<file path="src/common/mem_pkg.sv">
// Memory interface package with bus and SRAM widths and the split of a word into two bytes
package mem_pkg;

	// ====================
	// Processor bus
	// ====================

	// Word address and word width on the 12-bit processor bus
	localparam int bus_adr_w = 24;
	localparam int bus_dat_w = 12;

	// ====================
	// External SRAM
	// ====================

	// Byte address and data width of the asynchronous SRAM
	localparam int ram_adr_w = 19;
	localparam int ram_dat_w = 8;

	// Word address bits that reach the SRAM, the lowest byte address bit picks the half
	localparam int ram_word_w = ram_adr_w - 1;

	// Each byte holds six bits of a word, the two bits above them are written as zero
	localparam int half_w = 6;
	localparam int pad_w = ram_dat_w - half_w;

	// Even byte carries the low half of the word
	function automatic logic [ram_dat_w-1:0] lo_byte(input logic [bus_dat_w-1:0] dat);
		return {{pad_w{1'b0}}, dat[half_w-1:0]};
	endfunction

	// Odd byte carries the high half of the word
	function automatic logic [ram_dat_w-1:0] hi_byte(input logic [bus_dat_w-1:0] dat);
		return {{pad_w{1'b0}}, dat[bus_dat_w-1:half_w]};
	endfunction

endpackage

</file>
<file path="src/common/cache_pkg.sv">
// Read cache geometry package with line size, index and tag fields of a word address
package cache_pkg;

	// ====================
	// Line geometry
	// ====================

	// Sixteen words per line, so four word offset bits
	localparam int word_off_w = 4;
	localparam int line_words = 2 ** word_off_w;

	// Two SRAM bytes per word, so a line is 32 bytes and needs five offset bits
	localparam int byte_off_w = word_off_w + 1;
	localparam int line_bytes = 2 * line_words;

	// ====================
	// Index and tag
	// ====================

	// Direct mapped with 128 lines, index from word address bits 10 to 4
	localparam int index_w = 7;
	localparam int line_count = 2 ** index_w;

	// The tag starts at the same bit as the index and so also holds the index
	localparam int tag_w = mem_pkg::bus_adr_w - word_off_w;

	// Line index of a word address
	function automatic logic [index_w-1:0] get_index(input logic [mem_pkg::bus_adr_w-1:0] adr);
		return adr[word_off_w +: index_w];
	endfunction

	// Tag of a word address, bits 23 to 4
	function automatic logic [tag_w-1:0] get_tag(input logic [mem_pkg::bus_adr_w-1:0] adr);
		return adr[word_off_w +: tag_w];
	endfunction

endpackage

</file>
<file path="src/sram_seq/sram_sequencer.sv">
// SRAM sequencer that runs two-byte write cycles and 32-byte cache line fills
`timescale 1ns/100ps

module sram_sequencer #(
	parameter int WR_PULSE = 2
)(
	input  logic                          wclk,
	input  logic                          rst,
	input  logic                          req_i,
	input  logic                          we_i,
	input  logic [mem_pkg::bus_adr_w-1:0] adr_i,
	input  logic [mem_pkg::bus_dat_w-1:0] dat_i,
	input  logic                          hit_i,
	output logic                          ram_ce_n_o,
	output logic                          ram_we_n_o,
	output logic                          ram_oe_n_o,
	output logic [mem_pkg::ram_adr_w-1:0] ram_adr_o,
	output logic [mem_pkg::ram_dat_w-1:0] ram_dat_o,
	input  logic [mem_pkg::ram_dat_w-1:0] ram_dat_i,
	output logic                          cache_wr_o,
	output logic [mem_pkg::ram_adr_w-1:0] cache_wa_o,
	output logic [mem_pkg::half_w-1:0]    cache_wd_o,
	output logic                          cache_inv_o,
	output logic                          wr_done_o
);

	// Width of the write strobe counter, at least one bit
	localparam int cnt_w = (WR_PULSE > 1) ? $clog2(WR_PULSE) : 1;

	typedef enum logic [3:0] {
		st_idle,
		st_rd_chk,
		st_rd_adr,
		st_rd_cap,
		st_rd_step,
		st_wr_setup,
		st_wr_pulse,
		st_wr_hold,
		st_wait
	} state_t;

	state_t                          state;
	logic [cnt_w-1:0]                pulse_cnt;
	logic                            odd_byte;
	// One-hot ring, the top bit marks the last byte of the line
	logic [cache_pkg::line_bytes-1:0] ring;

	// The cache is written at the byte address on the pins with the byte the SRAM returns
	assign cache_wa_o = ram_adr_o;
	assign cache_wd_o = ram_dat_i[mem_pkg::half_w-1:0];

	always_ff @(posedge wclk)
	begin
		if (rst)
		begin
			state       <= st_idle;
			ram_ce_n_o  <= 1'b1;
			ram_we_n_o  <= 1'b1;
			ram_oe_n_o  <= 1'b1;
			cache_wr_o  <= 1'b0;
			cache_inv_o <= 1'b0;
			wr_done_o   <= 1'b0;
			odd_byte    <= 1'b0;
			ring        <= cache_pkg::line_bytes'(1);
		end
		else
		begin
			// Cache write and invalidate are single-cycle pulses
			cache_wr_o  <= 1'b0;
			cache_inv_o <= 1'b0;
			case (state)
			// ====================
			// Request decode
			// ====================
			st_idle:
			begin
				if (req_i && we_i)
				begin
					// Even byte first, the cached copy of the word is dropped at once
					ram_adr_o   <= {adr_i[mem_pkg::ram_word_w-1:0], 1'b0};
					ram_dat_o   <= mem_pkg::lo_byte(dat_i);
					ram_ce_n_o  <= 1'b0;
					cache_inv_o <= 1'b1;
					odd_byte    <= 1'b0;
					state       <= st_wr_setup;
				end
				else if (req_i)
					// Hit is registered, so it only reflects this address one cycle on
					state <= st_rd_chk;
			end
			st_rd_chk:
			begin
				if (!req_i)
					state <= st_idle;
				else if (hit_i)
					state <= st_wait;
				else
				begin
					// Miss, so start the fill at byte zero of the line
					ram_adr_o  <= {adr_i[mem_pkg::ram_word_w-1:cache_pkg::word_off_w],
						cache_pkg::byte_off_w'(0)};
					ram_ce_n_o <= 1'b0;
					ram_oe_n_o <= 1'b0;
					ring       <= cache_pkg::line_bytes'(1);
					state      <= st_rd_adr;
				end
			end
			// ====================
			// Line fill
			// ====================
			st_rd_adr:
			begin
				// Address is stable on the pins, capture the byte next cycle
				cache_wr_o <= 1'b1;
				state      <= st_rd_cap;
			end
			st_rd_cap:
			begin
				// Byte is written into the cache in this cycle
				if (ring[cache_pkg::line_bytes-1] || hit_i)
				begin
					ram_ce_n_o <= 1'b1;
					ram_oe_n_o <= 1'b1;
					state      <= st_wait;
				end
				else
					state <= st_rd_step;
			end
			st_rd_step:
			begin
				ram_adr_o[cache_pkg::byte_off_w-1:0] <=
					ram_adr_o[cache_pkg::byte_off_w-1:0] + cache_pkg::byte_off_w'(1);
				ring <= {ring[cache_pkg::line_bytes-2:0], ring[cache_pkg::line_bytes-1]};
				if (hit_i)
				begin
					ram_ce_n_o <= 1'b1;
					ram_oe_n_o <= 1'b1;
					state      <= st_wait;
				end
				else
					state <= st_rd_adr;
			end
			// ====================
			// Byte write
			// ====================
			st_wr_setup:
			begin
				// Address and data have had a cycle to settle before the strobe
				ram_we_n_o <= 1'b0;
				pulse_cnt  <= cnt_w'(WR_PULSE - 1);
				state      <= st_wr_pulse;
			end
			st_wr_pulse:
			begin
				if (pulse_cnt == '0)
				begin
					ram_we_n_o <= 1'b1;
					state      <= st_wr_hold;
				end
				else
					pulse_cnt <= pulse_cnt - cnt_w'(1);
			end
			st_wr_hold:
			begin
				// Address and data stay put for one cycle after the strobe rises
				if (!odd_byte)
				begin
					ram_adr_o[0] <= 1'b1;
					ram_dat_o    <= mem_pkg::hi_byte(dat_i);
					odd_byte     <= 1'b1;
					state        <= st_wr_setup;
				end
				else
				begin
					ram_ce_n_o <= 1'b1;
					wr_done_o  <= 1'b1;
					state      <= st_wait;
				end
			end
			// Hold here until the master drops its request
			st_wait:
			begin
				if (!req_i)
				begin
					wr_done_o <= 1'b0;
					state     <= st_idle;
				end
			end
			default:
				state <= st_idle;
			endcase
		end
	end

endmodule

</file>
<file path="config.mk">
export PLATFORM = sky130hd
export DESIGN_NAME = sram_sequencer
export DESIGN_NICKNAME = d
export VERILOG_FILES = /design/src/common/mem_pkg.sv /design/src/common/cache_pkg.sv /design/src/sram_seq/sram_sequencer.sv
export SDC_FILE = /design/constraint.sdc
export NUM_CORES = 1
export LEC_CHECK = 0
export CAP_MARGIN = 30
export CORE_MARGIN = 1.5
export CORE_UTILIZATION = 50
export CTS_CLUSTER_SIZE = 24
export DETAILED_ROUTE_END_ITERATION = 10
export DONT_BUFFER_PORTS = 1
export GPL_TIMING_DRIVEN = 0
export PLACE_DENSITY = 0.67
export SYNTH_ARGS = -nofsm -noshare
export SYNTH_HDL_FRONTEND = slang
export SYNTH_SLANG_ARGS = --single-unit
</file>
<file path="constraint.sdc">
create_clock -name wclk -period 1.95 [get_ports wclk]
set_clock_uncertainty 0.1 [all_clocks]
set_input_delay 0.195 -clock wclk [delete_from_list [all_inputs] [get_ports wclk]]
set_output_delay 0.195 -clock wclk [all_outputs]
set_load 0.02 [all_outputs]
</file>
## Word level (Yosys, flattened, before mapping)

Index checks and enable logic that the tools add are counted.
W data, S select, Z words.

- Bits in registers: 71
- Output and inout bits: 58
- Word-level logic and storage cells: 100

- $add $sub $neg: 2
- Equal/unequal tests: 18
- Multiplexer cells: 39
- Bitwise operators: 2
- Reduce and logical (&&, ||, !) cells: 25

Operator list:

| operator | count |
|---|---|
| $mux W32 | 2 |
| $pmux W32 S2 | 1 |
| $mux W19 | 3 |
| $pmux W4 S9 | 1 |
| $mux W4 | 8 |
| $pmux W14 S2 | 1 |
| $ne A2 B2 Y1 const B | 9 |
| $eq A4 B3 Y1 const B | 4 |
| $mux W8 | 2 |
| $pmux W8 S2 | 1 |
| $reduce_and A5 Y1 | 3 |
| $mux W1 | 12 |
| $pmux W4 S3 | 1 |
| $reduce_bool A2 Y1 | 5 |
| $reduce_and A3 Y1 | 3 |
| $eq A4 B2 Y1 const B | 2 |
| $pmux W1 S2 | 4 |
| $reduce_and A7 Y1 | 1 |
| $reduce_and A2 Y1 | 3 |
| $reduce_and A6 Y1 | 1 |
| $reduce_bool A3 Y1 | 2 |
| $add A5 B1 Y5 const B | 1 |
| $pmux W1 S5 | 1 |
| $reduce_bool A5 Y1 | 1 |
| 13 further kinds | 14 |

## Logic depth before layout (Yosys ltp)

Gate-level depths: netlist of the first run.

- Word-level depth: 3
- Mapped depth: 6

## Worst setup path before layout of the first run

Ideal clock, no wire load.

- Kind: register to register
- Start: reg state[2]
- End: reg ram_adr_o (netlist bit cache_wa_o[10]), enable pin
- Setup time: 0.368 ns
- Arrival time: 1.409 ns
- Data required time: 1.482 ns
- Path slack: 0.073 ns
- Cell stages (with the launch flop): 5
- Period minus slack after synthesis: 1.877 ns
- Cells stage by stage: dfxtp_1 -> buf_4 -> inv_1 -> a311oi_2 -> o311a_1

- Word-level cells in the longest chain between the ends: 3
- Elaborated cells on any way between the ends: 7

Ends and longest elaborated chain:

| element | line | source |
|---|---|---|
| start, declared | sram_sequencer.sv:42 | `state_t state;` |
| start signal, assigned | sram_sequencer.sv:56 | `state <= st_idle;` |
| start signal, assigned | sram_sequencer.sv:85 | `state <= st_wr_setup;` |
| start signal, assigned | sram_sequencer.sv:89 | `state <= st_rd_chk;` |
| $eq A4 B1 Y1 or $logic_not A4 Y1 (tied branches) | sram_sequencer.sv:71 | `case (state)` |
| $ne A2 B2 Y1 (no source line) or $reduce_bool A2 Y1 (tied branches) | -- |  |
| $reduce_and A5 Y1 (no source line) * | -- |  |
| end signal, assigned | sram_sequencer.sv:80 | `ram_adr_o <= {adr_i[mem_pkg::ram_word_w-1:0], 1'b0};` |
| end signal, assigned | sram_sequencer.sv:100 | `ram_adr_o <= {adr_i[mem_pkg::ram_word_w-1:cache_pkg::word_off_w],` |
| end signal, assigned by index | sram_sequencer.sv:131 | `ram_adr_o[cache_pkg::byte_off_w-1:0] <=` |
| end, declared | sram_sequencer.sv:17 | `output logic [mem_pkg::ram_adr_w-1:0] ram_adr_o,` |

Mark *: on every way between the ends. The rest lies on a longest branch, timed or not.
A chain may end at the register's enable or synchronous reset.

## Final worst setup path of the first run

- Start: reg state[2]
- End: reg ram_adr_o (netlist bit cache_wa_o[16]), enable pin

The elaborated chain is that of the path after synthesis.

==> results_dict.tcl, run 1 <==
set metrics [dict create \
    die_w_um 80.4 \
    fmax_ghz 0.530 \
    synth_area_um2 2990 \
    clk_latency_ps 350 \
    critPathRequiredTime_ps 1890 \
    relSlewSlack_pct 65.9 \
    period_needed_ps 1890 \
    core-area_um2 5850 \
    r2r.worst_path.cells 4 \
    htreeDepth 3 \
    r2r-start "state[2]" \
    hold_violations 0 \
    max_stage_delay_ps 430 \
    fin_util_pct 61.7 \
    synth-edff-count 26 \
    fp.dieH_um 80.4 \
    met2_length_mm 2.80 \
    clock_sinks 69 \
    ys_seq_area_share_pct 54.8 \
    worstReg2RegEnd "cache_wa_o[16]" \
    synth_compound_area_share_pct 15.7 \
    yosys-mux-area-fraction_pct 0 \
    multi_input_area_um2 1050 \
    hold_path_class "input port to register" \
    rrSetupSlack_ps 60 \
    cts_inserted_buffers 9 \
    grt_pass1_wl_mm 9.39 \
    top_layer "met4" \
    drt_wl_total_mm 6.10 \
    synth_top_family_by_area "simple AND/OR/NAND/NOR gates" \
    grt_usage_pct 19.4 \
    wl_met1_mm 2.75 \
    initial_core_util_pct 51.2 \
    ir_drop_mv 0.562 \
    worst_setup_path_start_kind "register" \
    worstPathCellList "buf_4 > inv_1 > a311oi_2 > o311a_4" \
    endpoint_kind "register" \
    path_max_fanout 14 \
    leakagePower_nw 1.37 \
    layout-drive-gt1-share_pct 19.9 \
    fin_area_um2 3610 \
    place.gp.congestion 0.935 \
    routedWlPerCell_um 14.7 \
    place_area_um2 3090 \
    synth_seq_cells 69 \
    avgViaCountPerCell 5.42 \
    drv_slew 0 \
    min-delay-start "adr_i[0]" \
    setup_viol_count_final 0 \
    period_share_pct 96.8 \
    drt-pass1-iter-count 4 \
    fin_nets 386 \
    antenna_found_initial 0 \
    cts_tree "yes" \
    worst_path_dominant_cell_family "compound AO/OA/AOI/OAI gates" \
    async_reset_ff_share_pct 0 \
    rows 28 \
    grt_pass1_vias 2041 \
    antennaDiodeCount 0 \
    max_cap_viol_count 0 \
    overflow 0 \
    hold-path-cell-count 2 \
    fillCellCount 492 \
    tightest_slew_ps 511 \
    dieArea_um2 6460 \
    synthXorXnorAreaFrac_pct 1.17 \
    syn-instance-count 296 \
    drc_errors 0 \
    port_buffers 0 \
    wl_met3_um 464 \
    num_vias 2256 \
    seq_area_um2 1640 \
    path_clk_slew_ps 80 \
    ys_warn_count 0 \
    powerDensity_nw_per_um2 1060 \
    dpl.hpwl_mm 3.96 \
    ant_nets 0 \
    synth.avg_cell_area_um2 10.1 \
    clk_path_buf_depth 2 \
    rsz0062_at_grt "false" \
    drtIter0Drc 171 \
    slowest_stage "dfxtp_2" \
    cp.arrival_ps 1830 \
    synthFlopType "dfxtp_1" \
    holdPathEnd "cache_wa_o[1]" \
    synth_cell_types 49 \
    cts_setup_buffers 0 \
    critPathKind "register to register" \
    status "finished, final reports clean" \
    synth-adder-area-share_pct 0.418 \
    top_level_ports 107 \
    cp.buffers_inverters 2 \
    synthSimpleGateAreaFrac_pct 16.8 \
    grt_max_degree 15 \
    cts-root-buf "clkbuf_8" \
    area_growth_pct 20.5 \
]
==> cells in the final DEF, fill, tap and decap left out, types with 2 or more instances in the layout <==
cell,count
nor2_2,2
nand3b_1,2
xnor2_1,2
nor2b_1,2
o22ai_1,4
nand2_1,30
xor2_1,2
a21oi_1,9
clkbuf_8,9
nor2_1,42
nand3_1,4
nand2b_1,2
buf_2,7
a31oi_1,3
dlygate4sd3_1,28
buf_4,29
clkinv_4,2
clkbuf_1,4
nor3_1,4
o21ai_0,6
and3_1,3
inv_6,3
nand4_1,2
conb_1,2
buf_6,3
nor4_1,2
a22oi_1,31
inv_1,5
edfxtp_1,26
dfxtp_1,42
==> final cells by class <==
| type | instances | share of cell area (%) |
|---|---|---|
| clock buffers | 9 | 3.43 |
| clock inverters | 7 | 2.25 |
| well taps | 75 | 2.60 |
| flip-flops and latches | 69 | 45.5 |
| multi-input cells | 178 | 29.2 |
| inverters | 5 | 0.520 |
| repair buffers | 28 | 7.77 |
| plain buffers | 45 | 8.67 |
==> what timing repair did <==
action,in CTS,in global routing
hold endpoints to repair,23,0
endpoints found under the setup margin,20,6
gates cloned,0,0
hold buffers,28,0
pin swaps,1,0
gates resized for setup,7,1
==> routing by layer <==
metal	vias to the layer above	global-route usage (%)
met5	-	0
met2	87	30.0
met1	1052	23.5
met3	9	6.70
met4	0	11.2
li1	1108	-
==> registers in the layout (all words and copies together), names as in the netlist <==
| signal | cells |
|---|---|
| odd_byte | 1 |
| state | 4 |
| wr_done_o | 1 |
| cache_wr_o | 1 |
| ram_we_n_o | 1 |
| ram_ce_n_o | 1 |
| ram_dat_o | 6 |
| cache_wa_o | 19 |
| ring | 32 |
| pulse_cnt | 1 |
| ram_oe_n_o | 1 |
| cache_inv_o | 1 |
==> cells in the mapped netlist, drive strengths merged (2+ instances only) <==
master / count / area [um^2]
dfxtp: 43 / 861
buf: 41 / 295
nor4: 2 / 12.5
and3: 3 / 18.8
nor4b: 2 / 23.8
xnor2: 2 / 17.5
a22oi: 31 / 233
a21oi: 9 / 45.0
a31oi: 3 / 18.8
nor3: 5 / 36.3
nand2b: 3 / 21.3
nand2: 31 / 119
xor2: 2 / 17.5
o22ai: 4 / 25.0
nand3b: 2 / 15.0
clkbuf: 4 / 15.0
o21ai: 7 / 46.3
nand3: 5 / 25.0
inv: 5 / 18.8
edfxtp: 26 / 781
nor2b: 2 / 12.5
nand4: 2 / 12.5
nor2: 45 / 171
==> per-stage QoR <==
step | worst slack (ps) | total power, mW | cells | hold WS, ps | TNS [ps]
finish | 62.2 | 3.81 | 416 | 21.1 | 0
global route | 8.73 | 3.99 | 416 | 12.3 | 0
CTS | 81.2 | 3.84 | 416 | 4.21 | 0
detailed placement | -283 | 2.60 | 372 | 194 | -5540
global placement | -263 | 2.59 | 372 | 194 | -5220
floorplan | 72.9 | 2.46 | 297 | 194 | 0
==> worst max path at each step <==
stage,from,depth (start not counted),end
2_1_floorplan,state[2],4,cache_wa_o[10]
3_5_place_dp,state[2],4,cache_wa_o[15]
5_1_grt,state[1],5,ram_dat_o[0]
4_1_cts,state[1],5,ram_dat_o[0]
3_3_place_gp,state[2],4,cache_wa_o[15]
6_report,state[2],4,cache_wa_o[16]
==> report_power, final <==
part / switching (mW) / internal [mW] / total [mW] / leakage (nW)
combinational: 0.491 / 0.330 / 0.821 / 0.678
sequential: 0.181 / 1.64 / 1.82 / 0.587
clock: 0.567 / 0.607 / 1.17 / 0.101
==> kinds of logic (layout without fill, tap and decap cells) <==
| kind of cell | count (synthesis) | in the layout |
|---|---|---|
| AND/OR/NAND/NOR | 106 | 106 |
| other | 1 | 2 |
| AO/OA/AOI/OAI | 65 | 65 |
| buffers and inverters | 50 | 94 |
| flip-flops | 69 | 69 |
| adder cells (fa/ha/maj) | 1 | 1 |
| XOR/XNOR | 4 | 4 |
Power figures use the tool's default switching activity.
==> run 2: changes to the inputs <==
--- a/config.mk
+++ b/config.mk
@@ -7,12 +7,12 @@
 export LEC_CHECK = 0
 export CAP_MARGIN = 30
 export CORE_MARGIN = 1.5
-export CORE_UTILIZATION = 50
+export CORE_UTILIZATION = 29
 export CTS_CLUSTER_SIZE = 24
 export DETAILED_ROUTE_END_ITERATION = 10
 export DONT_BUFFER_PORTS = 1
 export GPL_TIMING_DRIVEN = 0
-export PLACE_DENSITY = 0.67
+export PLACE_DENSITY = 0.43
 export SYNTH_ARGS = -nofsm -noshare
 export SYNTH_HDL_FRONTEND = slang
 export SYNTH_SLANG_ARGS = --single-unit
==> run 2 against run 1 <==
Effect of this change:
- critical path depth is the same
- sequential share of layout area is 1.7 points lower
- die area grew 69%
- cell count is 15% higher
- global-route usage down 6.1 points
- hold slack about the same
- count of clock-buffer cells in the layout did not move
- first-iteration DRC count decreased by 46%
- setup slack better by 35 ps
==> results_dict.tcl, run 2 (synthesis results as in run 1) <==
set metrics [dict create \
    port_buffers 0 \
    antenna_found_initial 0 \
    status "finished, final reports clean" \
    grt_pass1_vias 2231 \
    relSlewSlack_pct 53.3 \
    worstPathCellList "buf_4 > inv_1 > a311oi_4 > o311a_4" \
    comb_power_share_pct 22.0 \
    num_vias 2289 \
    critPathKind "register to register" \
    clock_sinks 69 \
    drc_errors 0 \
    clkPwrFrac_pct 32.5 \
    endpoint_kind "register" \
    drtIter0Drc 93 \
    antennaDiodeCount 0 \
    wl_met3_um 462 \
    fin_cells 477 \
    drt_wl_total_mm 7.08 \
    clk_latency_ps 350 \
    setup_viol_count_final 0 \
    dpl.hpwl_mm 4.51 \
    clk_path_buf_depth 2 \
    max_stage_delay_ps 420 \
    max_cap_viol_count 0 \
    place.gp.congestion 0.826 \
    cts-root-buf "clkbuf_8" \
    largest_reg_flops 32 \
    pre_cts_slack_ps -338 \
    switching_share_pct 32.0 \
    overflow 0 \
    r2r.worst_path.cells 4 \
    fp.dieH_um 105 \
    p_int_mw 2.71 \
    path_clk_slew_ps 80 \
    top_layer "met4" \
    area_growth_pct 25.2 \
    rsz0062_at_grt "false" \
    drv_slew 0 \
    grt_max_degree 14 \
    htreeDepth 3 \
    cts_tree "yes" \
    dieArea_um2 10900 \
    slowest_stage "dfxtp_2" \
    worst_setup_path_start_kind "register" \
    initial_core_util_pct 30.2 \
    fillCellCount 1014 \
    core-area_um2 9910 \
    fmax_ghz 0.540 \
    period_share_pct 95.0 \
    rows 36 \
    fin_nets 389 \
    hold_path_class "input port to register" \
    top_level_ports 107 \
    drt-pass1-iter-count 5 \
    powerDensity_nw_per_um2 1070 \
    grt_pass1_wl_mm 11.4 \
    cp.arrival_ps 1810 \
    period_needed_ps 1850 \
    pwr-share-seq_pct 45.5 \
    wl_met1_mm 3.29 \
    met2_length_mm 3.21 \
    die_w_um 105 \
    leakagePower_nw 1.39 \
    tightest_slew_ps 699 \
    p_sw_mw 1.28 \
    path_max_fanout 10 \
    layout-drive-gt1-share_pct 20.6 \
    ir_drop_mv 0.366 \
    critPathRequiredTime_ps 1910 \
    hold_violations 0 \
    cts_inserted_buffers 9 \
    routedWlPerCell_um 14.9 \
    grt_usage_pct 13.3 \
    largest-register "ring" \
    ant_nets 0 \
    avgViaCountPerCell 4.80 \
    hold-path-cell-count 2 \
    setup_ws_ps 97.3 \
    most-common-layout-cells "42 x nor2_1, 42 x dfxtp_1, 31 x a22oi_1, 30 x buf_4, 30 x nand2_1" \
    placed_cells 430 \
    fin_util_pct 37.8 \
]
-- run 2: cell types whose count changed in the layout (fill, tap and decap cells not counted), sizes merged --
cell         change
inv              -2
buf              +1
bufinv           +1
clkinv           +1
dlygate4sd3      +1
o311a            +1
-- run 2: worst paths after layout --
check / start / to / slack, ps
worst max register to register: state[2] / cache_wa_o[15] / 100
worst min register to register: ring[14] / ring[14] / 400
worst min-delay path: adr_i[0] / cache_wa_o[1] / 20
worst max-delay path: state[2] / cache_wa_o[15] / 100
-- run 2: worst max-delay path: cells and delay by family, from the launching register on --
family | cells | cell delay, ps
AOI/OAI and AO/OA | 2 | 730
DFF | 1 | 420
buffers and inverters | 2 | 310
-- run 2: final cells by class --
class | count | area, um^2 | area share, %
Buffer | 45 | 313 | 8.34
Clock buffer | 9 | 124 | 3.30
Clock inverter | 7 | 98.8 | 2.64
Inverter | 5 | 18.8 | 0.501
Multi-Input combinational cell | 179 | 1090 | 29.0
Sequential cell | 69 | 1640 | 43.8
Tap cell | 133 | 166 | 4.44
Timing Repair Buffer | 30 | 298 | 7.94
-- run 2: per-layer routing --
metal	GRT usage, %	up-vias
met5	0	-
met4	6.65	0
met3	3.93	12
met2	20.6	78
met1	16.8	1084
li1	-	1115
-- run 2: repair_timing --
| action | in CTS | in global routing |
|---|---|---|
| endpoints found under the hold margin | 24 | 0 |
| buffers inserted | 1 | 0 |
| pin swaps | 2 | 0 |
| resized for setup | 7 | 4 |
| endpoints found under the setup margin | 20 | 13 |
| cloned | 1 | 0 |
| hold buffers | 29 | 0 |
-- run 2: power by group through the flow --
| stage | Combinational (mW) | Sequential [mW] | Clock [mW] |
|---|---|---|---|
| final | 0.879 | 1.82 | 1.30 |
| after global routing | 0.956 | 1.83 | 1.42 |
| after CTS | 0.869 | 1.82 | 1.35 |
| after detailed placement | 0.764 | 1.85 | 0 |
| after global placement | 0.770 | 1.85 | 0 |
| after floorplan | 0.633 | 1.83 | 0 |
-- run 2: stage by stage --
stage	setup TNS, ps	hold slack [ps]	area, um^2	power (mW)
2_1_floorplan	0	194	3000	2.46
3_3_place_gp	-6670	194	3160	2.62
3_5_place_dp	-6190	194	3160	2.62
4_1_cts	0	0.674	3730	4.04
5_1_grt	0	28.4	3750	4.20
6_report	0	21.5	3750	3.99
==> run 3: changes to the inputs <==
--- a/config.mk
+++ b/config.mk
@@ -8,6 +8,7 @@
 export CAP_MARGIN = 30
 export CORE_MARGIN = 1.5
 export CORE_UTILIZATION = 29
+export CTS_BUF_LIST = sky130_fd_sc_hd__clkbuf_16
 export CTS_CLUSTER_SIZE = 24
 export DETAILED_ROUTE_END_ITERATION = 10
 export DONT_BUFFER_PORTS = 1
==> run 3 against run 2 <==
Effect of this change:
- maximum frequency decreased by 1.7%
- sequential power about the same
- combinational power decreased by 2%
- largest cell class unchanged
- critical path type unchanged
- global-route usage decreased by 0.81 points
- die area unchanged
==> results_dict.tcl, run 3 (synthesis results as in run 1) <==
set metrics [dict create \
    most-common-layout-cells "42 x nor2_1, 42 x dfxtp_1, 31 x a22oi_1, 30 x nand2_1, 29 x buf_4" \
    overflow 0 \
    htreeDepth 3 \
    die_w_um 105 \
    hold_path_class "input port to register" \
    worstPathCellList "buf_2 > nor2_2 > a311oi_4 > o311a_4" \
    layout-drive-gt1-share_pct 20.6 \
    ant_nets 0 \
    place.gp.congestion 0.826 \
    cp.arrival_ps 1820 \
    p_int_mw 3.11 \
    fp.dieH_um 105 \
    grt_usage_pct 12.5 \
    hold_violations 0 \
    r2r-start "state[1]" \
    cp.depth 4 \
    worstReg2RegEnd "cache_wa_o[15]" \
    setup_viol_count_final 0 \
    grt_pass1_vias 2161 \
    period_share_pct 96.7 \
    avgViaCountPerCell 4.75 \
    clkPwrFrac_pct 39.4 \
    clk_latency_ps 330 \
    comb_power_share_pct 19.4 \
    endpoint_kind "register" \
    max_cap_viol_count 0 \
    initial_core_util_pct 30.2 \
    dpl.hpwl_mm 4.51 \
    grt_pass1_wl_mm 10.9 \
    top_level_ports 107 \
    drt_wl_total_mm 7.00 \
    pwr-share-seq_pct 41.2 \
    rsz0062_at_grt "false" \
    rrSetupSlack_ps 60 \
    p_sw_mw 1.33 \
    crit_start "state[1]" \
    cts_inserted_buffers 9 \
    worst_setup_path_start_kind "register" \
    largest-register "ring" \
    pre_cts_slack_ps -338 \
    fin_nets 385 \
    drtIter0Drc 100 \
    routedWlPerCell_um 14.8 \
    status "finished, final reports clean" \
    drc_errors 0 \
    slowest_stage "a311oi_4" \
    drt-pass1-iter-count 4 \
    path_max_fanout 10 \
    dieArea_um2 10900 \
    grt_max_degree 15 \
    fmax_ghz 0.530 \
    drv_slew 0 \
    clock_sinks 69 \
    powerDensity_nw_per_um2 1160 \
    period_needed_ps 1890 \
    path_clk_slew_ps 60 \
    cts-root-buf "clkbuf_16" \
    worst_path_dominant_cell_family "compound AO/OA/AOI/OAI gates" \
    core-area_um2 9910 \
    rows 36 \
    ir_drop_mv 0.500 \
    cts_tree "yes" \
    whs_ps 5.74 \
    cp.buffers_inverters 1 \
    area_growth_pct 27.3 \
    antennaDiodeCount 0 \
    final.setup.tns_ps 0 \
    leakagePower_nw 1.42 \
    fillCellCount 992 \
    crit_end "cache_wa_o[15]" \
    clk_path_buf_depth 2 \
    setup_ws_ps 64.4 \
    tightest_slew_ps 698 \
    largest_reg_flops 32 \
    port_buffers 0 \
    antenna_found_initial 0 \
    r2r.worst_path.cells 4 \
    max_stage_delay_ps 450 \
    critPathKind "register to register" \
    critPathRequiredTime_ps 1890 \
    switching_share_pct 29.9 \
    num_vias 2249 \
    relSlewSlack_pct 53.3 \
]
[run 3: cell count changes in the layout (fill, tap and decap cells not counted), sizes merged]
cell,change
dlygate4sd3,-3
clkbuf,-1
[run 3: cell type report]
type	count	area (um^2)	area share, %
multi-input combinational	179	1090	28.5
sequential	69	1650	43.2
buffer	44	303	7.94
clock inverter	7	98.8	2.59
clock buffer	9	225	5.91
inverter	5	18.8	0.492
timing repair buffer	27	268	7.02
tap	133	166	4.36
[run 3: power groups by stage]
| stage | clock (mW) | combinational, mW | sequential (mW) |
|---|---|---|---|
| after floorplan | 0 | 0.633 | 1.83 |
| after global placement | 0 | 0.770 | 1.85 |
| after detailed placement | 0 | 0.764 | 1.85 |
| after CTS | 1.80 | 0.828 | 1.82 |
| after global routing | 1.88 | 0.935 | 1.84 |
| final | 1.75 | 0.860 | 1.83 |
[run 3: routing by layer]
metal  wire length [um]  GRT usage (%)
met4                 92           4.79
met3                503           4.18
met1               3210           16.3
met5                  0              0
met2               3200           19.1
[run 3: metrics by stage]
step                      cell area [um^2]  utilization [%]  instances  total power, mW
final                                 3810             38.5        473             4.43
after detailed placement              3160             31.9        430             2.62
after CTS                             3780             38.1        473             4.45
after floorplan                       3000                -        297             2.46
after global placement                3160             31.9        430             2.62
after global routing                  3810             38.5        473             4.65
[run 3: worst min-delay path by stage]
stage | start | to | slack [ps] | cells after the start
4_1_cts | hit_i | ram_oe_n_o | 4 | 2
6_report | hit_i | ram_oe_n_o | 6 | 2
3_3_place_gp | adr_i[13] | cache_wa_o[14] | 190 | 0
2_1_floorplan | adr_i[9] | cache_wa_o[10] | 190 | 0
5_1_grt | hit_i | ram_oe_n_o | 20 | 2
3_5_place_dp | adr_i[13] | cache_wa_o[14] | 190 | 0
[run 3: repair_timing]
action                     4_1_cts  5_1_grt
resized for setup                5        6
gates cloned                     0        1
setup buffers                    1        0
pin swaps                        2        2
hold endpoints to repair        20        0
setup endpoints to repair       20       24
hold buffers                    26        0
